===== config.mk =====
export PLATFORM = sky130hd
export DESIGN_NAME = memoryArbiter
export DESIGN_NICKNAME = d
export VERILOG_FILES = /design/src/riscvCompactPkg.sv /design/src/memoryArbiter.sv
export SDC_FILE = /design/constraint.sdc
export NUM_CORES = 1
export LEC_CHECK = 0
export BUFFER_PORTS_ARGS = -buffer_cell sky130_fd_sc_hd__buf_2
export CAP_MARGIN = 25
export CORE_AREA = 3 3 73 75
export DETAILED_ROUTE_END_ITERATION = 10
export DIE_AREA = 0 0 76 78
export HOLD_SLACK_MARGIN = 0.02
export PLACE_DENSITY = 0.8
export SLEW_MARGIN = 25
export SYNTH_ARGS = -nofsm -noshare
export SYNTH_HDL_FRONTEND = slang
export SYNTH_SLANG_ARGS = --single-unit

===== constraint.sdc =====
create_clock -name clock -period 1.12 [get_ports clock]
set_clock_uncertainty 0.05 [all_clocks]
set_input_delay 0.112 -clock clock [delete_from_list [all_inputs] [get_ports clock]]
set_output_delay 0.112 -clock clock [all_outputs]
set_load 0.01 [all_outputs]

===== src/riscvCompactPkg.sv =====
package riscvCompactPkg;

  localparam int InstructionWidth = 32;
  localparam int HalfwordWidth = 16;

  // Low two bits of an instruction
  typedef enum logic [1:0] {
    quadrantZero = 2'b00,
    quadrantOne  = 2'b01,
    quadrantTwo  = 2'b10,
    fullWidth    = 2'b11    // Not compressed
  } compactQuadrant;

  // Major opcodes produced by the expander
  typedef enum logic [6:0] {
    opLoad  = 7'b0000011,
    opStore = 7'b0100011,
    opImm   = 7'b0010011,
    opReg   = 7'b0110011
  } baseOpcode;

  typedef enum logic [2:0] {
    passThrough,
    expanded,
    illegal,
    ignored,          // FP and RV64/RV128 forms
    notImplemented
  } expandStatus;

endpackage


===== src/memoryArbiter.sv =====
`timescale 1ns/1ns

module memoryArbiter #(
  parameter int AddressWidth = 8
) (
  input  logic                                         clock,
  input  logic                                         reset,
  input  logic                                         dataRequest,
  input  logic                                         dataWrite,
  input  logic [AddressWidth-1:0]                      dataAddress,
  input  logic [riscvCompactPkg::InstructionWidth-1:0] dataWriteData,
  input  logic                                         fetchRequest,
  input  logic [AddressWidth-1:0]                      fetchAddress,
  input  logic [riscvCompactPkg::InstructionWidth-1:0] memoryReadData,
  output logic [riscvCompactPkg::InstructionWidth-1:0] dataReadData,
  output logic                                         dataDone,
  output logic [riscvCompactPkg::InstructionWidth-1:0] fetchReadData,
  output logic                                         fetchDone,
  output logic                                         memoryEnable,
  output logic                                         memoryWrite,
  output logic [AddressWidth-1:0]                      memoryAddress,
  output logic [riscvCompactPkg::InstructionWidth-1:0] memoryWriteData
);

  logic dataGrant;
  logic fetchGrant;
  logic dataInFlight;     // Owner of the access now returning
  logic fetchInFlight;

  // No regrant in the done cycle, the request fields are still the old ones
  assign dataGrant = dataRequest && !dataInFlight;
  assign fetchGrant = fetchRequest && !fetchInFlight && !dataGrant;

  assign memoryEnable = dataGrant || fetchGrant;
  assign memoryWrite = dataGrant && dataWrite;
  assign memoryAddress = dataGrant ? dataAddress : fetchAddress;
  assign memoryWriteData = dataWriteData;    // Fetcher only reads

  always_ff @(posedge clock) begin
    if (reset) begin
      dataInFlight <= 1'b0;
      fetchInFlight <= 1'b0;
    end else begin
      dataInFlight <= dataGrant;
      fetchInFlight <= fetchGrant;
    end
  end

  assign dataDone = dataInFlight;
  assign fetchDone = fetchInFlight;
  assign dataReadData = dataInFlight ? memoryReadData : '0;
  assign fetchReadData = fetchInFlight ? memoryReadData : '0;

endmodule


# Word-level counts from Yosys, hierarchy flattened
# Cells that the tools add are included.
dict set report totals {
  register_bits 2
  word_cells 13
}
dict set report classes {
  muxes 3
  n_reduce_logical 8
}
# operator n
set op_table {}
lappend op_table {{2-to-1 mux 32 bit} 2}
lappend op_table {{2-to-1 mux 8 bit} 1}
lappend op_table {{logical AND 1 bit} 4}
lappend op_table {{zero test 1 bit} 3}
lappend op_table {{logical OR 1 bit} 1}

# Longest topological paths before layout
dict set report logic_depth {
  word_depth 5
  ltp_mapped 3
  mapped_depth_nobuf 2
}

# Least setup slack after synthesis
# Ideal clock, no wire load.
dict set report synth_path {
  kind {register to output}
  from {reg dataInFlight (netlist: dataDone)}
  to {out memoryAddress[1]}
  arrival_time_ns 1.044
  required_ns 0.958
  setup_slack_ns -0.086
  path_stages_with_launch 4
  n_path_buf 1
  cell_sequence {dfxtp_1 > nand2b_4 > buf_8 > mux2_4}
}
dict set report synth_between {
  elab_chain_len 3
}
# item line_no
set synth_lines {}
lappend synth_lines {{from (decl)} memoryArbiter.sv:27} ;# logic dataInFlight;
lappend synth_lines {{from (signal assigned)} memoryArbiter.sv:44} ;# dataInFlight <= dataGrant;
lappend synth_lines {{zero test 1 bit} memoryArbiter.sv:31} ;# assign dataGrant = dataRequest && !dataInFlight;
lappend synth_lines {{logical AND 1 bit} memoryArbiter.sv:31}
lappend synth_lines {{2-to-1 mux 8 bit} memoryArbiter.sv:36} ;# assign memoryAddress = dataGrant ? dataAddress : fetchAddress;
lappend synth_lines {{to (decl)} memoryArbiter.sv:21} ;# output logic [AddressWidth-1:0] memoryAddress,
# No other way between the ends.

# Worst setup path after layout
dict set report layout_path {
  from {reg dataInFlight (netlist: dataDone)}
  to {out memoryAddress[0]}
}
# The elaborated chain is that of the path after synthesis.

==> qor.yml <==
status:
  status: "finished, violations left"
  violations: "setup timing"
pwr:
  p_per_area_mw_per_mm2: 524
  internal-power_mw: 0.714
  ir_drop_v: 0.000429
  leakagePower_nw: 1.11
  pwr-share-comb_pct: 63.3
  seq_power_share_pct: 7.8
  swShare_pct: 30.5
  clkPwrFrac_pct: 28.9
  p_switching_mw: 0.313
setup_path:
  worstPathArrival_ps: 1170
  critPathMaxStageDelay_ps: 340
  cp.required_ps: 960
  cp_slowest_cell: "dfxtp_4"
  end_kind: "output pin"
  crit_path_start_kind: "register"
  path_max_fanout: 5
  crit_chain: "nand2b_4, mux2_4, buf_6"
  crit_type: "reg2out"
route:
  drt.antenna.violating_nets: 0
  first_pass_iters: 2
  vias: 1158
  via_per_inst: 3.97
  wire_per_inst_um: 13.5
  wl_um: 3940
  drt_iter0_drc: 12
  drcViolationCount: 0
synth:
  synthCells: 120
  yosysSeqAreaShare_pct: 4.57
  synth.avg_cell_area_um2: 7.30
  ys_types: 14
  netlist.area_leader.share_pct: 44.3
  ys_ff_latch: 2
  yosysWarningCount: 0
  syn-num-nets: 205
  netlist.top_cell.by_area: "and2_1"
  syn-cell-area_um2: 876
  synth_area_leaders: "and2_1, buf_4, mux2_4"
global_routing:
  antenna_found_initial: 0
  grt_max_degree: 34
  grt.overflow.total: 0
  grt_pass1_wl_um: 5680
  first_global_vias: 1156
  groute.usage.overall_pct: 11.7
die:
  coreArea_mm2: 0.00472
  start_util_pct: 18.5
  die_h_um: 78
  die-area_mm2: 0.00593
  ios: 193
  rows: 25
  fp.dieW_um: 76
clock_network:
  clock_latency_ps: 210
  path_clk_slew_ps: 30
  ctsLongestPathBuffers: 2
  htree_levels: 1
  cts_root_buf: "clkbuf_8"
  numCtsBuffers: 3
  cts_tree: "built"
  clock-sinks: 2
finish:
  final_cell_count_no_fill: 292
  area_delta_synth_final_pct: 124
  antenna_cells: 0
  fillers: 449
  final_nets: 311
  seq_area_um2: 47.5
  multi_input_area_um2: 673
  post-route-cell-area_mm2: 0.00196
  drive_above_1_share_pct: 84.4
timing:
  rsz0062_at_grt: "true"
  setup_ws_ps: -209
  min_period_over_period_pct: 119
  maxSlewHeadroom_pct: 88.0
  fin_setup_tns_ps: -6710
  setup_viol: 66
  max_slew.worst_pin.slew_ps: 180
  fmax_mhz: 752
  fin_crit_ps: 1330
  final_hold_viol_count: 0
  slew_viol_final: 0
placed_design:
  place_congestion: 0.687
  place_area_mm2: 0.00136
  dpl.cell_count: 279
  port-buffer-count: 128
min_path:
  hold_path_class: "in2reg"
job:
  max-cap-violations: 0
-- logic make-up (layout without fill, tap and decap cells) --
group | count (synthesis) | in the layout | share of synthesized area [%]
simple gates | 70 | 71 | 50.4
buf+inv | 40 | 144 | 32.1
flops | 2 | 2 | 4.57
mux | 8 | 8 | 12.9
-- worst max-delay path, delay by kind of cell, from the launching register on --
| family | cells | cell delay (ps) |
|---|---|---|
| buffers and inverters | 1 | 120 |
| AND/OR/NAND/NOR | 1 | 170 |
| flip-flops | 1 | 340 |
| multiplexers | 1 | 320 |
-- state kept, by name, summed over array words and instances, names as in the netlist --
| register | cells |
|---|---|
| dataDone | 1 |
| fetchDone | 1 |
-- stage by stage --
stage	total power, mW	utilization [%]	hold WS [ps]	setup WS, ps
5_1_grt	1.09	41.5	132	-236
3_5_place_dp	0.513	28.8	174	-62.2
2_1_floorplan	0.405	-	125	14.9
6_report	1.03	41.5	121	-209
4_1_cts	0.974	37.3	107	-209
3_3_place_gp	0.505	28.8	174	-32.4
-- Yosys cell counts --
master	n
and2_1	62
and2_2	2
nor3b_1	1
nand2b_1	1
mux2_4	6
clkbuf_1	6
dfxtp_1	2
buf_8	1
buf_4	32
nor2_1	2
mux2_2	2
inv_1	1
nand2b_4	1
nand2_1	1
-- per-layer routing --
metal  track usage [%]  routed length, um
met3              2.20                296
met1              12.3               1410
met5                 0                  0
met2              23.5               2180
met4              3.26                 58
-- layout by cell type, fill, tap and decap left out, drive strengths merged --
cell,count
nand2,1
dfxtp,2
mux2,8
nor2,2
dlygate4sd3,1
nand2b,3
clkbuf,4
nor3b,1
inv,1
buf,138
and2,64
-- final timing paths --
path | start | endpoint | slack, ps | depth (start not counted)
max | dataDone | memoryAddress[0] | -210 | 3
min | fetchRequest | fetchDone | 120 | 3
max reg2reg | dataDone | fetchDone | 60 | 4
min reg2reg | fetchDone | fetchDone | 660 | 3
-- what timing repair did --
| action | in CTS | in global routing |
|---|---|---|
| setup buffers | 2 | 2 |
| setup endpoints to repair | 75 | 75 |
| endpoints found under the hold margin | 1 | 0 |
| pin swaps | 1 | 1 |
| hold buffers | 1 | 0 |
| cloned | 5 | 0 |
| resized for setup | 47 | 45 |
-- power groups by stage --
stage	clock, mW	combinational, mW	sequential, mW
after global routing	0.315	0.698	0.0806
after CTS	0.304	0.586	0.0844
after global placement	0	0.426	0.0783
after detailed placement	0	0.434	0.0786
final	0.296	0.650	0.0802
after floorplan	0	0.323	0.0821
-- area by class of cell --
type,count,area share (%)
Clock buffer,4,2.30
Inverter,1,0.191
Multi-Input combinational cell,79,34.3
Sequential cell,2,2.43
Tap cell,67,4.28
Timing Repair Buffer,139,56.5
Power figures use the tool's default switching activity.
