**src/riscvCompactPkg.sv**
```systemverilog
package riscvCompactPkg;

  localparam int InstructionWidth = 32;
  localparam int HalfwordWidth = 16;

  // Low two bits of an instruction
  typedef enum logic [1:0] {
    quadrantZero = 2'b00,
    quadrantOne  = 2'b01,
    quadrantTwo  = 2'b10,
    fullWidth    = 2'b11    // Not compressed
  } compactQuadrant;

  // Major opcodes produced by the expander
  typedef enum logic [6:0] {
    opLoad  = 7'b0000011,
    opStore = 7'b0100011,
    opImm   = 7'b0010011,
    opReg   = 7'b0110011
  } baseOpcode;

  typedef enum logic [2:0] {
    passThrough,
    expanded,
    illegal,
    ignored,          // FP and RV64/RV128 forms
    notImplemented
  } expandStatus;

endpackage

```
**src/instructionFetcher.sv**
```systemverilog
`timescale 1ns/1ns

module instructionFetcher #(
  parameter int          AddressWidth = 8,
  parameter int unsigned ResetVector  = 0
) (
  input  logic                                         clock,
  input  logic                                         reset,
  input  logic                                         fetchEnable,
  input  logic                                         stall,
  input  logic                                         fetchDone,
  input  logic [riscvCompactPkg::InstructionWidth-1:0] fetchReadData,
  output logic                                         fetchRequest,
  output logic [AddressWidth-1:0]                      fetchAddress,
  output logic [riscvCompactPkg::InstructionWidth-1:0] rawInstruction,
  output logic [AddressWidth+1:0]                      instructionAddress,
  output logic                                         instructionValid,
  output logic                                         isCompressed
);

  import riscvCompactPkg::*;

  typedef enum logic [1:0] {
    idle,
    fetchLow,
    fetchHigh,    // Second word of a straddling instruction
    holding
  } fetchState;

  fetchState                state;
  logic [AddressWidth+1:0]  programCounter;    // Byte address
  logic [AddressWidth-1:0]  wordAddress;
  logic [HalfwordWidth-1:0] upperHalfBuffer;
  logic [HalfwordWidth-1:0] selectedHalf;
  logic                     selectedIsFull;

  assign wordAddress = programCounter[AddressWidth+1:2];
  assign instructionAddress = programCounter;    // Moves only when leaving holding

  assign fetchRequest = (state == fetchLow) || (state == fetchHigh);
  assign fetchAddress = (state == fetchHigh) ? wordAddress + AddressWidth'(1) : wordAddress;

  assign selectedHalf = programCounter[1] ? fetchReadData[InstructionWidth-1:HalfwordWidth]
                                          : fetchReadData[HalfwordWidth-1:0];
  assign selectedIsFull = compactQuadrant'(selectedHalf[1:0]) == fullWidth;

  always_ff @(posedge clock) begin
    if (reset) begin
      state <= idle;
      programCounter <= (AddressWidth + 2)'(ResetVector);
      instructionValid <= 1'b0;
    end else begin
      case (state)
        idle: begin
          if (fetchEnable) begin
            state <= fetchLow;
          end
        end
        fetchLow: begin
          if (fetchDone) begin
            if (selectedIsFull && programCounter[1]) begin
              state <= fetchHigh;    // Upper half continues in next word
            end else begin
              state <= holding;
              instructionValid <= 1'b1;
            end
          end
        end
        fetchHigh: begin
          if (fetchDone) begin
            state <= holding;
            instructionValid <= 1'b1;
          end
        end
        holding: begin
          if (!stall) begin
            instructionValid <= 1'b0;
            programCounter <= programCounter + (isCompressed ? (AddressWidth + 2)'(2)
                                                             : (AddressWidth + 2)'(4));
            state <= fetchEnable ? fetchLow : idle;
          end
        end
        default: begin
          state <= idle;
        end
      endcase
    end
  end

  // Output register and straddle buffer
  always_ff @(posedge clock) begin
    if (fetchDone && state == fetchLow) begin
      if (!selectedIsFull) begin
        rawInstruction <= {{(InstructionWidth - HalfwordWidth){1'b0}}, selectedHalf};
        isCompressed <= 1'b1;
      end else if (!programCounter[1]) begin
        rawInstruction <= fetchReadData;
        isCompressed <= 1'b0;
      end else begin
        upperHalfBuffer <= selectedHalf;
      end
    end
    if (fetchDone && state == fetchHigh) begin
      rawInstruction <= {fetchReadData[HalfwordWidth-1:0], upperHalfBuffer};
      isCompressed <= 1'b0;
    end
  end

endmodule

```
**config.mk**
```make
export PLATFORM = sky130hd
export DESIGN_NAME = instructionFetcher
export DESIGN_NICKNAME = d
export VERILOG_FILES = /design/src/riscvCompactPkg.sv /design/src/instructionFetcher.sv
export SDC_FILE = /design/constraint.sdc
export NUM_CORES = 1
export LEC_CHECK = 0
export ABC_AREA = 0
export CELL_PAD_IN_SITES_DETAIL_PLACEMENT = 1
export CELL_PAD_IN_SITES_GLOBAL_PLACEMENT = 1
export CORE_MARGIN = 2
export CORE_UTILIZATION = 45
export DETAILED_ROUTE_END_ITERATION = 7
export DONT_BUFFER_PORTS = 1
export PLACE_DENSITY_LB_ADDON = 0.1
export SETUP_SLACK_MARGIN = 0.1
export SYNTH_ARGS = -nofsm -noshare
export SYNTH_HDL_FRONTEND = slang
export SYNTH_SLANG_ARGS = --single-unit
```
**constraint.sdc**
```tcl
create_clock -name clock -period 3.15 [get_ports clock]
set_input_delay 0.945 -clock clock [delete_from_list [all_inputs] [get_ports clock]]
set_output_delay 0.945 -clock clock [all_outputs]
set_load 0.01 [all_outputs]
```
Word-level counts from Yosys, hierarchy flattened:

Cells that the tools add are included.

* flip-flop bits (word level): 62
* bits in latches: 0
* bits in writable memories: 0
* memory bits (read-only): 0
* input bits: 37
* output and inout port bits: 53
* word-level logic and storage cells: 54
* memories: 0

* add/sub/neg operators: 2
* $mul: 0
* divide/modulo/power cells: 0
* magnitude comparators: 0
* equal/unequal tests: 11
* shifts and indexed selects: 0
* muxes and demuxes: 21
* bitwise operators: 1
* reduce and logical (&&, ||, !) cells: 13

Operator list (count)
* 32-bit 2-to-1 mux: 4
* 16-bit 2-to-1 mux: 1
* 2-bit != test, second input constant: 6
* 10-bit by 3-bit adder with 10-bit output: 1
* 8-bit by 1-bit adder with 8-bit output, second input constant: 1
* 1-bit 2-to-1 mux: 8
* 2-bit 2-to-1 mux: 4
* 8-bit 2-to-1 mux: 1
* 2-bit one-hot mux with 4 select lines: 1
* 2-bit equality test, second input constant: 3
* 2-bit AND reduction: 3
* 5-bit AND reduction: 1
* 4-bit AND reduction: 1
* 1-bit logical AND: 3
* 3-bit 2-to-1 mux: 1
* 3-bit by 2-bit != test with 1-bit output, second input constant: 1
* 1-bit one-hot mux with 3 select lines: 1
* 3-bit AND reduction: 1
* 3-bit nonzero test: 1
* 2-bit by 1-bit equality test with 1-bit output, second input constant: 1
* 2-bit zero test: 1
* 2-bit nonzero test: 1
* 1-bit logical OR: 1
* 1-bit NOT: 1

Logic depth before layout (Yosys ltp):

* word-level depth: 6
* gate-level depth with buffers: 8
* mapped depth without buffers: 5

Least setup slack after synthesis:

No wires, ideal clock.

* path kind: input -> register
* start point: input port fetchDone
* end point: register rawInstruction[0] in the netlist's numbering (enable)
* library setup time: 478 ps
* arrival: 2013 ps
* data required time: 2672 ps
* setup slack: 659 ps
* stages on the path: 3
* path buffers: 1
* cells stage by stage: nand2_1 -> clkbuf_1 -> nand2_1

* cells in the longest elaborated chain, start to end: 3
* elaborated cells between the ends (all ways): 5
* those cells by class: 1 x eq/ne; 4 x reduce/logical

Ends and longest elaborated chain
* start, declared: RTL line instructionFetcher.sv:11 `input logic fetchDone,`
* 1-bit logical AND (on tied branches): RTL line instructionFetcher.sv:103, instructionFetcher.sv:92
* 3-bit by 2-bit != test with 1-bit output (no line) or 2-bit nonzero test (tied branches)
* 2-bit AND reduction (no line) *
* end signal, assigned: RTL line instructionFetcher.sv:94 `rawInstruction <= {{(InstructionWidth - HalfwordWidth){1'b0}}, selectedHalf};`
* end signal, assigned: RTL line instructionFetcher.sv:97 `rawInstruction <= fetchReadData;`
* end signal, assigned: RTL line instructionFetcher.sv:104 `rawInstruction <= {fetchReadData[HalfwordWidth-1:0], upperHalfBuffer};`
* end, declared: RTL line instructionFetcher.sv:15 `output logic [riscvCompactPkg::InstructionWidth-1:0] rawInstruction,`

Every way passes the cells marked *; elsewhere a longest branch is shown, timed or not.
A chain may end at the register's enable or synchronous reset.

Final worst setup path:

* start point: register state[0]
* end point: output port fetchAddress[7]

* cells in the longest elaborated chain, start to end: 2

Ends and longest elaborated chain
* start, declared: RTL line instructionFetcher.sv:30 `fetchState state;`
* start signal, assigned: RTL line instructionFetcher.sv:49 `state <= idle;`
* start signal, assigned: RTL line instructionFetcher.sv:56 `state <= fetchLow;`
* start signal, assigned: RTL line instructionFetcher.sv:62 `state <= fetchHigh;`
* 2-bit equality test: RTL line instructionFetcher.sv:41 `assign fetchAddress = (state == fetchHigh) ? wordAddress + AddressWidth'(1) : wordAddress;`
* 8-bit 2-to-1 mux: RTL line instructionFetcher.sv:41
* end, declared: RTL line instructionFetcher.sv:14 `output logic [AddressWidth-1:0] fetchAddress,`

Every way passes these cells.

==> summary.log <==
[status] result of the run completed
[cts] hold-fix buffer count after cts 0
[power] Flop pwr share 47.9%
[drt] drt first-iter violations 57
[die] vertical die dimension 86.7 um
[timing] maximum clock frequency 0.371 GHz
[layout] final layout net count 327
[cts] clock latency at the later pin of the worst-skew pair 0.33 ns
[global_route] wire length of the first global-routing pass 10,800 um
[die] row cnt 30
[die] Die Area 0.00752 mm^2
[power] power share of the clock group 33.6%
[synthesis] count of warnings emitted by yosys 0
[synthesis] flop and latch count out of synthesis 61
[synthesis] Mapped Area 0.00308 mm^2
[cts] root buf cell clkbuf_8
[drt] drt pass-1 iters 4
[global_route] number of antenna violations at the first check in global routing 0
[synthesis] Post-Syn Nets 323
[global_route] Congestion Overflow GR 0
[setup_path] capturing element of the worst setup path fetchAddress[7]
[cts] TritonCTS clock tree built
[placed_design] number of port buffers 0
[placed_design] final RePlAce weighted congestion 0.732
[die] CORE AREA 0.00672 mm^2
[timing] Setup TNS 0 ns
[synthesis] predominant post-synthesis flop cell edfxtp_1
[layout] Fillers 706
[setup_path] Reg-to-Reg Start instructionAddress[1]
[setup_path] worst reg-to-reg setup slack 1.07 ns
[layout] P&R area growth vs syn 10.7%
[synthesis] library cells used by synthesis 43
[power] reported net switching power 0.758 mW
[placed_design] final HPWL from detailed placement 4630 um
[synthesis] asr flop ratio synth 0%
[min_path] worst hold path startpoint upperHalfBuffer[0]
[synthesis] Mapped Cells 278
[power] total power density per cell area 744 mW/mm^2
[timing] fin crit period 2.70 ns
[setup_path] data required time at the worst endpoint 2.20 ns
[cts] maximum root-to-sink buffer count 2
[layout] footprint of the multi-input gates 0.00130 mm^2
[drt] routed vias 2,057
[power] Static Leak 1.18 nW
[timing] RSZ-0062 raised after global routing false
[drt] detail-routed net length per standard cell 18.2 um
[setup_path] logic depth of the worst register-to-register path 5
[power] power share of the combinational group 18.5%
[cts] # Post-CTS Setup Buffers 0
[drt] routed vias/inst 5.60
[setup_path] largest driver fanout on the critical path 9
[setup_path] Startpoint Class flip-flop
[setup_path] Setup crit start state[0]
[synthesis] proportion of synthesized chip area in sequential cells 55.3%
[setup_path] element type at the critical path end output port
[cts] maximum level of the CTS H-tree 3
[setup_path] Crit Path Class reg -> out
[cts] sink count of the clock tree 61
[setup_path] FF-to-FF End instructionAddress[9]
[timing] Hold Vio Cnt, Final 0
[timing] final clock skew 0.0120 ns
[die] initial standard-cell utilization of the core 45.8%
[layout] layout cells sized above 1 16.0%
[die] Die X-Extent 86.7 um
[cts] number of buffers created by CTS 9
[synthesis] synthesized area per cell 11.1 um^2
[timing] final-report setup violation count 0
[global_route] maximum number of pins on one net before global-route repair 49
[job] max-capacitance violation count 0
[timing] Worst slew margin 58.8%
[layout] number of antenna repair diodes 0
[layout] final core utilization 50.7%
[timing] crit share post-route 85.6%
[die] ports placed on the boundary 90
[cts] clock-pin slew reported for the worst setup and hold paths after clock tree synthesis 0.07 ns
[cts] number of gates resized after CTS 0
[drt] Antenna Violating Nets Remaining 0
[setup_path] Arr. time, crit path 1.75 ns
[drt] total DRC errors in the routed layout 0
[synthesis] EDFF count, synth 48
[global_route] via count of the first global-routing pass 2,114
[timing] final slew viol count 0
[drt] total length of routed wires 6700 um
[power] largest vdd supply drop 0.360 mV
[global_route] Global Route Usage Sum 18.8%
[min_path] worst hold-check path type reg -> reg
[power] Internal Power 1.78 mW
[power] sw frac 29.9%
[timing] transition time of the tightest slew-check pin 0.617 ns
[layout] combined flip-flop and latch cell area 0.00170 mm^2
critical path: stages, from the launching register on:
cell and delay [ns]:
dfxtp_1 0.34, inv_1 0.09, ha_1 0.34, nand2_1 0.15, nor3_1 0.24, xor2_1 0.27
sequential cells by signal (all words and copies together), names as in the netlist:
register and flops:
instructionValid 1, rawInstruction 32, instructionAddress 9, upperHalfBuffer 16, isCompressed 1, state 2
kinds of logic after synthesis:
group                    count (synthesis)  synth area share [%]
AND/OR/NAND/NOR                         91                  13.8
flip-flops                              61                  55.3
other                                    1                 0.122
AO/OA/AOI/OAI                           57                  10.7
adder cells (fa/ha/maj)                  8                  3.50
multiplexers                            34                  11.7
buffers and inverters                   18                  2.64
XOR/XNOR                                 8                  2.28
power by group through the flow:
stage | combinational (mW) | sequential (mW) | clock (mW)
after floorplan | 0.368 | 1.21 | 0
after global placement | 0.465 | 1.23 | 0
after detailed placement | 0.477 | 1.24 | 0
after CTS | 0.479 | 1.22 | 0.876
after global routing | 0.540 | 1.23 | 0.908
final | 0.470 | 1.21 | 0.851
worst min path at each step:
stage	end	slack [ns]	cells after the start
CTS	rawInstruction[0]	0.53	1
detailed placement	rawInstruction[0]	0.51	1
global route	rawInstruction[0]	0.56	1
finish	rawInstruction[0]	0.52	1
floorplan	rawInstruction[0]	0.50	1
global placement	rawInstruction[8]	0.50	2
through the flow:
stage               worst slack (ns)  instance area, um^2  power (mW)  cells  hold slack [ns]
finish                         0.455                 3410        2.53    367            0.522
global route                   0.255                 3410        2.68    367            0.557
global placement               0.813                 3160        1.70    351            0.503
detailed placement             0.778                 3160        1.71    351            0.508
floorplan                      0.659                 3080        1.58    278            0.495
CTS                            0.412                 3410        2.57    367            0.526
placed cells by master (no fill, tap or decap), types with 2 or more instances in the layout:
cell	synthesis	routed
a211oi_1	2	2
a21o_1	2	2
a21oi_1	8	8
and2_1	2	2
buf_4	2	6
bufinv_16	0	3
clkbuf_8	0	9
clkinvlp_4	0	3
dfxtp_1	13	13
edfxtp_1	48	48
ha_1	7	7
inv_1	5	5
mux2_2	17	17
mux2i_1	17	17
nand2_1	58	58
nand3_1	2	2
nand3b_1	3	3
nand4_1	3	3
nor2_1	8	8
nor2b_1	4	3
o21ai_0	34	34
o31ai_1	2	2
or3_2	2	2
or4_1	2	2
xnor2_1	2	2
xor2_1	6	6
Yosys cell counts (3+ instances only):
cell      instances  area share, %
nand2_1          58            7.1
nand3b_1          3           0.73
inv_1             5           0.61
xor2_1            6            1.7
mux2_2           17            6.2
nor2_1            8           0.98
nand4_1           3           0.61
a21oi_1           8            1.3
dfxtp_1          13            8.5
ha_1              7            2.8
mux2i_1          17            5.5
edfxtp_1         48             47
o21ai_0          34            5.5
buf_2             5           0.81
nor2b_1           4           0.81
clkbuf_1          6           0.73
final cells by class:
type	count	area share [%]
clock buffers	9	3.63
clock inverters	7	3.56
inverters	5	0.551
multi-input cells	199	38.1
flip-flops and latches	61	49.9
well taps	80	2.94
repair buffers	6	1.32
per-layer routing:
layer,wire [um],up-vias,global-route usage (%)
met3,360,2,7.14
li1,-,1014,-
met2,3420,53,31.8
met4,31,0,6.53
met1,2880,988,21.9
met5,0,-,0
No activity file was read; power rests on OpenSTA's default activity.
