--- config.mk ---
export PLATFORM = sky130hd
export DESIGN_NAME = compactInstructionExpander
export DESIGN_NICKNAME = d
export VERILOG_FILES = /design/src/riscvCompactPkg.sv /design/src/compactInstructionExpander.sv
export SDC_FILE = /design/constraint.sdc
export NUM_CORES = 1
export LEC_CHECK = 0
export CORE_UTILIZATION = 45
export DETAILED_ROUTE_END_ITERATION = 6
export DONT_BUFFER_PORTS = 1
export PLACE_DENSITY_LB_ADDON = 0.05
export SYNTH_ARGS = -nofsm -noshare
export SYNTH_HDL_FRONTEND = slang
export SYNTH_SLANG_ARGS = --single-unit
--- constraint.sdc ---
create_clock -name vclk -period 6.4
set_clock_uncertainty 0.2 [all_clocks]
set_input_delay 0.96 -clock vclk [all_inputs]
set_output_delay 0.96 -clock vclk [all_outputs]
set_load 0.03 [all_outputs]
--- src/riscvCompactPkg.sv ---
package riscvCompactPkg;

  localparam int InstructionWidth = 32;
  localparam int HalfwordWidth = 16;

  // Low two bits of an instruction
  typedef enum logic [1:0] {
    quadrantZero = 2'b00,
    quadrantOne  = 2'b01,
    quadrantTwo  = 2'b10,
    fullWidth    = 2'b11    // Not compressed
  } compactQuadrant;

  // Major opcodes produced by the expander
  typedef enum logic [6:0] {
    opLoad  = 7'b0000011,
    opStore = 7'b0100011,
    opImm   = 7'b0010011,
    opReg   = 7'b0110011
  } baseOpcode;

  typedef enum logic [2:0] {
    passThrough,
    expanded,
    illegal,
    ignored,          // FP and RV64/RV128 forms
    notImplemented
  } expandStatus;

endpackage

--- src/compactInstructionExpander.sv ---
`timescale 1ns/1ns

module compactInstructionExpander (
  input  logic [riscvCompactPkg::InstructionWidth-1:0] rawInstruction,
  output logic [riscvCompactPkg::InstructionWidth-1:0] expandedInstruction,
  output riscvCompactPkg::expandStatus                 status
);

  import riscvCompactPkg::*;

  logic [HalfwordWidth-1:0] compact;
  compactQuadrant           quadrant;
  logic [2:0]               func3;
  logic                     func4;
  logic [4:0]               wideRsLeft;
  logic [4:0]               wideRsRight;
  logic [4:0]               expandedRsLeft;
  logic [4:0]               expandedRsRight;
  logic [11:0]              wordOffset;
  logic [11:0]              signedImmediate;

  assign compact = rawInstruction[HalfwordWidth-1:0];
  assign quadrant = compactQuadrant'(compact[1:0]);
  assign func3 = compact[15:13];
  assign func4 = compact[12];

  assign wideRsLeft = compact[11:7];
  assign wideRsRight = compact[6:2];
  assign expandedRsLeft = {2'b01, compact[9:7]};    // x8 to x15
  assign expandedRsRight = {2'b01, compact[4:2]};

  // Unsigned, scaled by 4
  assign wordOffset = {5'b00000, compact[5], compact[12:10], compact[6], 2'b00};
  assign signedImmediate = {{7{compact[12]}}, compact[6:2]};

  always_comb begin
    expandedInstruction = '0;
    status = notImplemented;

    case (quadrant)
      quadrantZero: begin
        case (func3)
          3'b000: begin
            if (compact == '0) begin
              status = illegal;    // All zero
            end else begin
              status = notImplemented;    // C.ADDI4SPN
            end
          end
          3'b010: begin    // C.LW
            expandedInstruction = {wordOffset, expandedRsLeft, 3'b010, expandedRsRight,
                                   opLoad};
            status = expanded;
          end
          3'b100: begin
            status = illegal;    // Reserved
          end
          3'b110: begin    // C.SW
            expandedInstruction = {wordOffset[11:5], expandedRsRight, expandedRsLeft, 3'b010,
                                   wordOffset[4:0], opStore};
            status = expanded;
          end
          default: begin
            status = ignored;    // FP and wide loads/stores
          end
        endcase
      end

      quadrantOne: begin
        case (func3)
          3'b000: begin    // C.NOP and C.ADDI
            expandedInstruction = {signedImmediate, wideRsLeft, 3'b000, wideRsLeft, opImm};
            status = expanded;
          end
          3'b100: begin
            case (compact[11:10])
              2'b10: begin    // C.ANDI
                expandedInstruction = {signedImmediate, expandedRsLeft, 3'b111, expandedRsLeft,
                                       opImm};
                status = expanded;
              end
              2'b11: begin
                case ({func4, compact[6:5]})
                  3'b000: begin    // C.SUB
                    expandedInstruction = {7'b0100000, expandedRsRight, expandedRsLeft, 3'b000,
                                           expandedRsLeft, opReg};
                    status = expanded;
                  end
                  3'b001: begin    // C.XOR
                    expandedInstruction = {7'b0000000, expandedRsRight, expandedRsLeft, 3'b100,
                                           expandedRsLeft, opReg};
                    status = expanded;
                  end
                  3'b010: begin    // C.OR
                    expandedInstruction = {7'b0000000, expandedRsRight, expandedRsLeft, 3'b110,
                                           expandedRsLeft, opReg};
                    status = expanded;
                  end
                  3'b011: begin    // C.AND
                    expandedInstruction = {7'b0000000, expandedRsRight, expandedRsLeft, 3'b111,
                                           expandedRsLeft, opReg};
                    status = expanded;
                  end
                  3'b100, 3'b101: begin
                    status = ignored;    // C.SUBW, C.ADDW
                  end
                  default: begin
                    status = illegal;
                  end
                endcase
              end
              default: begin
                status = notImplemented;    // Shifts by immediate
              end
            endcase
          end
          default: begin
            status = notImplemented;    // Jumps, branches, C.LI, C.LUI
          end
        endcase
      end

      quadrantTwo: begin
        case (func3)
          3'b001, 3'b011, 3'b101, 3'b111: begin
            status = ignored;
          end
          3'b100: begin
            if (func4 && wideRsRight != 5'd0) begin    // C.ADD
              expandedInstruction = {7'b0000000, wideRsRight, wideRsLeft, 3'b000, wideRsLeft,
                                     opReg};
              status = expanded;
            end else begin
              status = notImplemented;    // C.JR, C.MV, C.JALR, C.EBREAK
            end
          end
          default: begin
            status = notImplemented;
          end
        endcase
      end

      fullWidth: begin
        expandedInstruction = rawInstruction;
        status = passThrough;
      end

      default: begin
        status = illegal;
      end
    endcase
  end

endmodule

* After elaboration in Yosys (flattened, before gate mapping)
Cells that the tools add are included.
** Cells by class
- Equal/unequal tests :: 17
- Shift operators :: 0
- Reductions and logical operators :: 10
- Bitwise logic cells :: 0
- Muxes and demuxes :: 15
- Add/sub/neg operators :: 0
- Div/mod/pow operators :: 0
- $lt $le $gt $ge :: 0
- Multipliers :: 0
** Operators by type and width (count)
- 32-bit case mux with 2 select lines :: 2
- 32-bit case mux with 4 select lines :: 1
- 31-bit case mux with 4 select lines :: 1
- 27-bit case mux with 2 select lines :: 1
- 25-bit two-way mux :: 2
- 3-bit == test, second input constant :: 6
- 3-bit case mux with 2 select lines :: 3
- 16-bit logical NOT :: 1
- 3-bit by 2-bit == test with 1-bit output, second input constant :: 4
- 3-bit case mux with 4 select lines :: 1
- 3-bit case mux with 3 select lines :: 1
- 2-bit == test, second input constant :: 4
- 4-bit OR reduction :: 2
- 3-bit by 1-bit == test with 1-bit output, second input constant :: 2
- 3-bit logical NOT :: 2
- 3-bit two-way mux :: 2
- 5-bit nonzero test :: 1
- 2-bit case mux with 2 select lines :: 1
- 2-bit OR reduction :: 2
- 2-bit by 1-bit == test with 1-bit output, second input constant :: 1
- 2-bit logical NOT :: 1
- 1-bit logical AND :: 1
** Storage, ports and cells
- Word-level logic and storage cells :: 42
- Memories :: 0
- Bits in registers :: 0
- Memory bits (writable) :: 0
- Bits in read-only memories :: 0
- Bits in latches :: 0
- Output and inout port bits :: 35
- Input bits :: 32

* Depth between registers and ports, before layout
Gate-level depths: netlist (run 1).
- Depth after elaboration :: 6
- Gate-level depth with buffers :: 6
- Depth with buffers taken out :: 4

* Least setup slack after synthesis (run 1)
No wires, ideal clock.
- Path kind :: input to output
- Start point :: input port rawInstruction[14] in the netlist's numbering
- End point :: output port expandedInstruction[30] in the netlist's numbering
- Data required time :: 5240 ps
- Slack :: 2651 ps
- Cell stages on the path :: 4
- Path buffers :: 1
- Data arrival time :: 2589 ps
- Cells stage by stage :: clkbuf_2 -> nor2_1 -> nand2_1 -> o311ai_0
** Between the ends
- Cells in the longest elaborated chain, start to end :: 3
- Elaborated cells on any way between the ends :: 4
- Classes of those cells :: eq/ne (1); mux (2); reduce/logical (1)
** Ends and longest elaborated chain
- start: declaration :: RTL line compactInstructionExpander.sv:4 : input logic [riscvCompactPkg::InstructionWidth-1:0] rawInstruction,
- 3-bit == test / 3-bit logical NOT (equally long branches) :: RTL line compactInstructionExpander.sv:70, compactInstructionExpander.sv:124
- 32-bit case mux with 2 select lines (*) :: RTL line compactInstructionExpander.sv:70 : case (func3)
- 32-bit case mux with 4 select lines (*) :: RTL line compactInstructionExpander.sv:40 : case (quadrant)
- end: declaration :: RTL line compactInstructionExpander.sv:5 : output logic [riscvCompactPkg::InstructionWidth-1:0] expandedInstruction,
Every way passes the cells marked *; elsewhere a longest branch is shown, timed or not.

* Final worst setup path (run 1)
- Start point :: input port rawInstruction[1] in the netlist's numbering
- End point :: output port expandedInstruction[11] in the netlist's numbering
** Between the ends
- Cells in the longest elaborated chain, start to end :: 2
- Elaborated cells on any way between the ends :: 5
- Classes of those cells :: eq/ne (3); mux (1); reduce/logical (1)
** Ends and longest elaborated chain (RTL line)
- 2-bit == test, or another cell as far along :: compactInstructionExpander.sv:40
- 32-bit case mux with 4 select lines (*) :: compactInstructionExpander.sv:40
Marks and branches as above.

==> metrics.txt, run 1 <==
HPWL after DPL around 1900 µm; most used cell, CP a31oi_1; min cycle time layout between 3000 and 4000 ps; post-route cell area between 700 and 800 µm²; Crit. End Element output port; chip height about 43 µm; FF+latch area 0 µm²; Setup TNS Final 0 ps; routing usage on met2 between 40% and 50%; Post-Syn Instances ~120; Max FO, Critical Path 22; CLK BUF 0; status finished clean; worst-case vdd ir drop between 0.00002 and 0.00003 V; headroom to the max-slew limit approximately 30%; Pwr Density ~85 mW/mm²; Critical Path Start Type primary input; Hold-fix buffers, CTS 0; GR peak layer met2; initial antenna violation count 0; Die ar. 0.00187 mm²; hold depth 2; row cnt 14; Die Wd roughly 43 µm; routed vias/inst a little under 8; Remaining DRCs 0; # IOs 67; fraction of layout cells with a size suffix above 1 between 7 and 8%; sequential area share after synthesis 0%; Max-cap violations 0; CP max stage delay ~800 ps; FFs & Latches 0; Initial Util about half; Worst Path Arrival around 2600 ps; aggregate global routing overflow 0; worst slew pin tran 1050 ps; Synth area leaders a22o_1, o21ai_0, a21o_1, a221o_1, nand2_1; period utilisation layout between 50% and 60%; Port Buffers 0; Post-Syn Area per Cell approximately 6.5 µm²; pre-CTS setup slack 2640 ps; worst hold path type in -> out; Syn Nets about 150; Final Power about 0.06 mW; largest net degree at the start of global routing 23; worst setup margin ~2700 ps; Fmax achieved 267 MHz; WL per Instance ~21 µm; yosys warns 0; total leakage power ~0.32 nW; met1 usage in global routing 36.2%; Setup-failing EPs final 0; PostCTS Resize Cnt 0; Hold Violations, Final 0; post-CTS setup buffers 0; vias ~940; critical path class in -> out; CP Data Required Time 5240 ps; Mapped Area 766 µm²; n_diodes 0; gr usage total between 20% and 30%; Layout area overhead -5.88%; critical-path cell list and2_0 > a31oi_1 > a31oi_1; placed instance area 721 µm²; cell taking the most area after synthesis a22o_1; GR Layer Usage met3 ~1.7%; final RePlAce weighted congestion roughly 0.84; Final Max Slew Viols 0; nets@finish about 140; aggregate routed wire length 2570 µm; Post-DRT Antenna Nets 0; core area 0.00154 mm²; RSZ-0062 raised after global routing no; first-pass GRT wire length ~3800 µm; vias in the first global route between 700 and 800; DRT Pass-1 Iters 4; Detailed Route Iter0 Violations 38; distinct cell type count after synthesis 43; top cell type's share of synthesized area a little under an eighth; CP max-delay cell and2_0
==> final cells by class <==
| class | count | area [µm²] |
|---|---|---|
| fill | 172 | 821 |
| inverter | 7 | 26.3 |
| multi-input combinational | 97 | 674 |
| tap | 16 | 20.0 |
==> cells in the mapped netlist (all sizes together) (2+ instances only) <==
cell,count
nor4,2
o21ai,13
nor2,6
nor4b,2
or4,2
inv,7
a21o,7
a221o,5
nand3,3
a31oi,3
a21oi,4
and3,2
a22o,10
o211ai,4
nand2,10
nor3,4
a32oi,2
buf,5
clkbuf,8
a31o,2
==> worst max-delay path, delay by kind of cell <==
kind	cells	cell delay, ps
and+or+nand+nor	1	800
AOI/OAI and AO/OA	2	820
==> layer usage <==
layer  routed length, µm  up-vias
met4                   0        0
met2                1230       68
met3                 253        0
li1                    -      439
met1                1080      429
met5                   0        -
==> report_power, final <==
part | internal [mW] | total, mW | switching [mW]
logic | 0.0157 | 0.0614 | 0.0457
registers | 0 | 0 | 0
clock network | 0 | 0 | 0
==> per-stage QoR <==
step                cells  hold WS (ps)  utilization (%)
finish                120          1900             46.8
global route          120          1920             46.8
CTS                   120          1900             46.8
detailed placement    120          1900             46.8
global placement      120          1900             46.8
floorplan             117          1890                -
==> cells by family (layout without fill, tap and decap cells) <==
group                  count (synthesis)  count (layout)  share of synthesized area [%]
AOI/OAI and AO/OA                     58              58                           57.8
and+or+nand+nor                       38              38                           28.9
buffers and inverters                 20               7                           11.9
muxes                                  1               1                           1.31
==> worst paths after layout <==
path / start / endpoint / slack, ps
hold / removal: rawInstruction[6] / expandedInstruction[6] / 1900
setup / recovery: rawInstruction[1] / expandedInstruction[11] / 2660
==> placed cells by master, fill, tap and decap left out, drive strengths merged, types with 2 or more instances in the layout <==
cell	count
a22o	10
o211ai	4
a221o	5
nor3	4
nor2	6
a32oi	2
a21oi	4
a31oi	3
or4	2
o21ai	13
nor4b	2
a21o	7
nand3	3
inv	7
and3	2
nand2	10
a31o	2
nor4	2
No activity file was read; power rests on OpenSTA's default activity.
==> run 2: changes to the inputs <==
ABC_AREA = 1   (was unset)
clock period = 3.23 ns   (was 6.4 ns; I/O delays follow)
==> run 2 against run 1 <==
  * Global-route usage increased by 2.6 points
  * Die area increased by 19%
  * Largest power group unchanged
  * Critical path type unchanged
  * Combinational power increased by 120%
  * Sequential cell count unchanged
  * Power increased by 120%
  * Synthesized cell count increased by 54%
==> metrics.txt, run 2 <==
nets@finish 210; HPWL after DPL approximately 2500 µm; Setup TNS Final 0 ps; fillers 230; Initial Util 50.4%; switching power roughly 0.11 mW; Max FO, Critical Path 7; Final Power roughly 0.14 mW; gr usage total 27.8%; Synth area leaders nand2_1, nand3_1, nand4_1, inv_1, nand2_4; first-pass GRT wire length ~4500 µm; initial antenna violation count 0; area of the multi-input gates 816 µm²; post-CTS setup buffers 0; Post-Syn Area per Cell between 5 and 6 µm²; aggregate routed wire length 2990 µm; internal cell power 0.0260 mW; Logic pwr share 100.0%; vias around 1.2k; CP Data Required Time between 2000 and 3000 ps; FF+latch area 0 µm²; Detailed Route Iter0 Violations 59; n_diodes 0; status finished clean; critical path class in -> out; routed vias/inst 5.99; RSZ-0062 raised after global routing no; cell taking the most area after synthesis nand2_1; yosys warns 0; commonest cells after routing, fill and taps aside nand2_1, nand3_1, inv_1; row cnt 15; vias in the first global route 980; period utilisation layout between 70% and 80%; clock power share 0%; sequential area share after synthesis 0%; Hold-fix buffers, CTS 0; top cell type's share of synthesized area 30.7%; Crit. End Element output port; min cycle time layout around 2300 ps; chip height between 40 and 50 µm; metal3 WL around 270 µm; Max-cap violations 0; Critical Path Start Type primary input; distinct cell type count after synthesis 25; Mapped Area around 920 µm²; DRT Pass-1 Iters 4; final RePlAce weighted congestion slightly below 0.9; FFs & Latches 0; Fmax achieved 431 MHz; most common cell after layout, fill and taps aside nand2_1; total leakage power about 0.51 nW; worst-case vdd ir drop roughly 0.000076 V; WL per Instance around 15 µm; Die Wd 47.1 µm; Worst Path Arrival roughly 1600 ps; Setup-failing EPs final 0; largest net degree at the start of global routing 20; fraction of layout cells with a size suffix above 1 a little under an eighth; Top Layer Used met4; Final Max Slew Viols 0; headroom to the max-slew limit 50.8%; Pwr Density approximately 150 mW/mm²; aggregate global routing overflow 0; Syn Nets about 210; Remaining DRCs 0; CLK BUF 0; Post-synth top cells nand2_1, nand3_1, inv_1; Hold Violations, Final 0; switching share of power roughly 81%; # IOs 67; core area 0.00182 mm²; Post-DRT Antenna Nets 0; top-count cell post-synth nand2_1; Post-Syn Instances 180; Layout area overhead 0.273%; Die ar. between 0.002 and 0.0025 mm²; Flop pwr share 0%; met2 wire len 1380 µm; worst slew pin tran 736 ps; Routed met1 length approximately 1300 µm; PostCTS Resize Cnt 0; Port Buffers 0; worst hold path type in -> out; WHS approximately 930 ps
## run 2: cell types whose count changed after synthesis, moves of 5 or more
cell,delta
a21o_1,-7
a221o_1,-5
a22o_1,-10
clkbuf_1,-7
inv_1,+9
nand2_1,+65
nand2_4,+5
nand3_1,+16
nand3_2,+5
nand4_1,+12
nor2_1,+8
o21ai_0,-7
## run 2: kinds of logic (layout without fill, tap and decap cells)
logic type | Yosys count | in the layout | share of synthesized area, %
simple gates | 140 | 140 | 77.5
buf+inv | 23 | 19 | 11.1
compound gates | 17 | 17 | 11.5
## run 2: through the flow
| stage | area (µm²) | util [%] | setup WS [ps] | cells |
|---|---|---|---|---|
| detailed placement | 920 | 50.5 | 915 | 201 |
| CTS | 920 | 50.5 | 914 | 201 |
| finish | 920 | 50.5 | 909 | 201 |
| floorplan | 917 | - | 949 | 180 |
| global placement | 920 | 50.5 | 943 | 201 |
| global route | 920 | 50.5 | 763 | 201 |
## run 2: worst paths after layout
path	startpoint	to	slack (ps)	depth (start not counted)
max	rawInstruction[14]	expandedInstruction[14]	910	5
min	rawInstruction[2]	expandedInstruction[2]	930	2
## run 2: cell type report
| cell class | count | area share [%] |
|---|---|---|
| inverters | 19 | 7.89 |
| multi-input cells | 157 | 88.7 |
| well taps | 25 | 3.40 |
## run 2: worst max-delay path: stages
cell and delay [ps]:
nor2_2 120, nand2_1 140, inv_1 210, nand3_1 120, o22ai_1 560
## run 2: per-layer routing
| layer | track usage, % | up-vias |
|---|---|---|
| met2 | 45.8 | 68 |
| met3 | 2.69 | 4 |
| met4 | 3.43 | 0 |
| met1 | 40.2 | 537 |
| li1 | - | 594 |
| met5 | 0 | - |
## run 2: power by group through the flow
| stage | Clock (mW) | Combinational, mW | Sequential [mW] |
|---|---|---|---|
| floorplan | 0 | 0.127 | 0 |
| global placement | 0 | 0.136 | 0 |
| detailed placement | 0 | 0.136 | 0 |
| CTS | 0 | 0.136 | 0 |
| global route | 0 | 0.148 | 0 |
| finish | 0 | 0.137 | 0 |
==> run 3: changes to the inputs <==
clock period = 1.87 ns   (was 3.23 ns; I/O delays follow)
==> run 3 against run 2 <==
  * Setup slack worse by 840 ps
  * First-iteration DRC count is 27% lower
  * Global-route usage up 1.0 points
  * Sequential cell count did not move
  * Critical path depth grew 2
  * Routed wire length grew 8.4%
  * Die area unchanged
  * Critical path type unchanged
  * Highest routed layer unchanged
==> metrics.txt, run 3 (synthesis results as in run 2) <==
status finished clean; worst hold path type in -> out; Worst Path Arrival approximately 1300 ps; worst setup margin about 70 ps; CP Data Required Time about 1400 ps; DRT Pass-1 Iters 4; Setup-failing EPs final 0; final std cells w/o fill ~210; hold endpoint expandedInstruction[3]; nets@finish approximately 220; post-route cell area 0.00101 mm²; Fmax achieved ~560 MHz; headroom to the max-slew limit a little under two thirds; n_diodes 0; worst-case vdd ir drop between 0.0001 and 0.00015 V; hold depth 2; worst slew pin tran roughly 540 ps; Die ar. ~0.0022 mm²; fillers between 200 and 250; critical path class in -> out; Crit. End Element output port; first-pass GRT wire length about 4600 µm; Hold Violations, Final 0; Hold-fix buffers, CTS 0; Initial Util between 50% and 60%; area of the multi-input gates roughly 820 µm²; FFs & Latches 0; RSZ-0062 raised after global routing no; Setup TNS Final 0 ps; largest net degree at the start of global routing 20; post-CTS setup buffers 0; Max-cap violations 0; final RePlAce weighted congestion ~0.9; Layout area overhead 10.1%; Final Util about 55%; commonest cells after routing, fill and taps aside nand2_1, nand3_1, inv_1; vias roughly 1.3k; period utilisation layout a little over nine tenths; HPWL after DPL about 2600 µm; initial antenna violation count 0; chip height around 47 µm; Remaining DRCs 0; min cycle time layout 1800 ps; PostCTS Resize Cnt 0; gr usage total around 29%; aggregate global routing overflow 0; aggregate routed wire length between 3000 and 4000 µm; WHS around 520 ps; CLK BUF 0; FF+latch area 0 µm²; # IOs 67; Pwr Density roughly 260 mW/mm²; core area 0.00182 mm²; hold path start rawInstruction[3]; WL per Instance around 15 µm; Critical Path Start Type primary input; Post-DRT Antenna Nets 0; Detailed Route Iter0 Violations 43; placed cell count between 200 and 250; row cnt 15; pre-CTS setup slack about 64 ps; Die Wd around 47 µm; Final Max Slew Viols 0; total leakage power roughly 0.57 nW; Final Power around 0.26 mW; fraction of layout cells with a size suffix above 1 a little under a fifth; most common cell after layout, fill and taps aside nand2_1; Max FO, Critical Path 8; placed instance area 0.00100 mm²; vias in the first global route approximately 1k; Port Buffers 0; routed vias/inst approximately 6.1
## run 3: cell count changes in the layout (fill, tap and decap cells not counted), sizes merged
cell and change:
buf +11
## run 3: how the worst max path moves through the flow
stage	startpoint	endpoint	slack, ps	depth (start not counted)
floorplan	rawInstruction[3]	expandedInstruction[1]	5	5
global route	rawInstruction[14]	expandedInstruction[11]	0.5	7
CTS	rawInstruction[14]	expandedInstruction[23]	60	6
finish	rawInstruction[14]	expandedInstruction[16]	70	7
global placement	rawInstruction[14]	expandedInstruction[23]	60	6
detailed placement	rawInstruction[14]	expandedInstruction[23]	60	6
## run 3: layout make-up
| class | instances | share of cell area (%) |
|---|---|---|
| inverters | 19 | 7.19 |
| multi-input cells | 157 | 81.5 |
| well taps | 25 | 3.10 |
| repair buffers | 11 | 8.18 |
## run 3: report_power, final
part	total, mW	switching, mW	internal (mW)
logic	0.259	0.197	0.0619
clock network	0	0	0
registers	0	0	0
## run 3: worst max-delay path, stage by stage
cell,delay (ps)
nor2_2,130
nand2_1,140
nor2_4,160
nand3_4,150
nand2_4,130
nand2_1,70
nand3_1,250
## run 3: layer usage
layer / part of all wire, % / vias to the layer above / GRT usage, %
met1: 41 / 580 / 42.0
met4: 1.2 / 0 / 4.57
met2: 47 / 94 / 46.7
met5: 0 / - / 0
li1: - / 613 / -
met3: 11 / 4 / 2.69
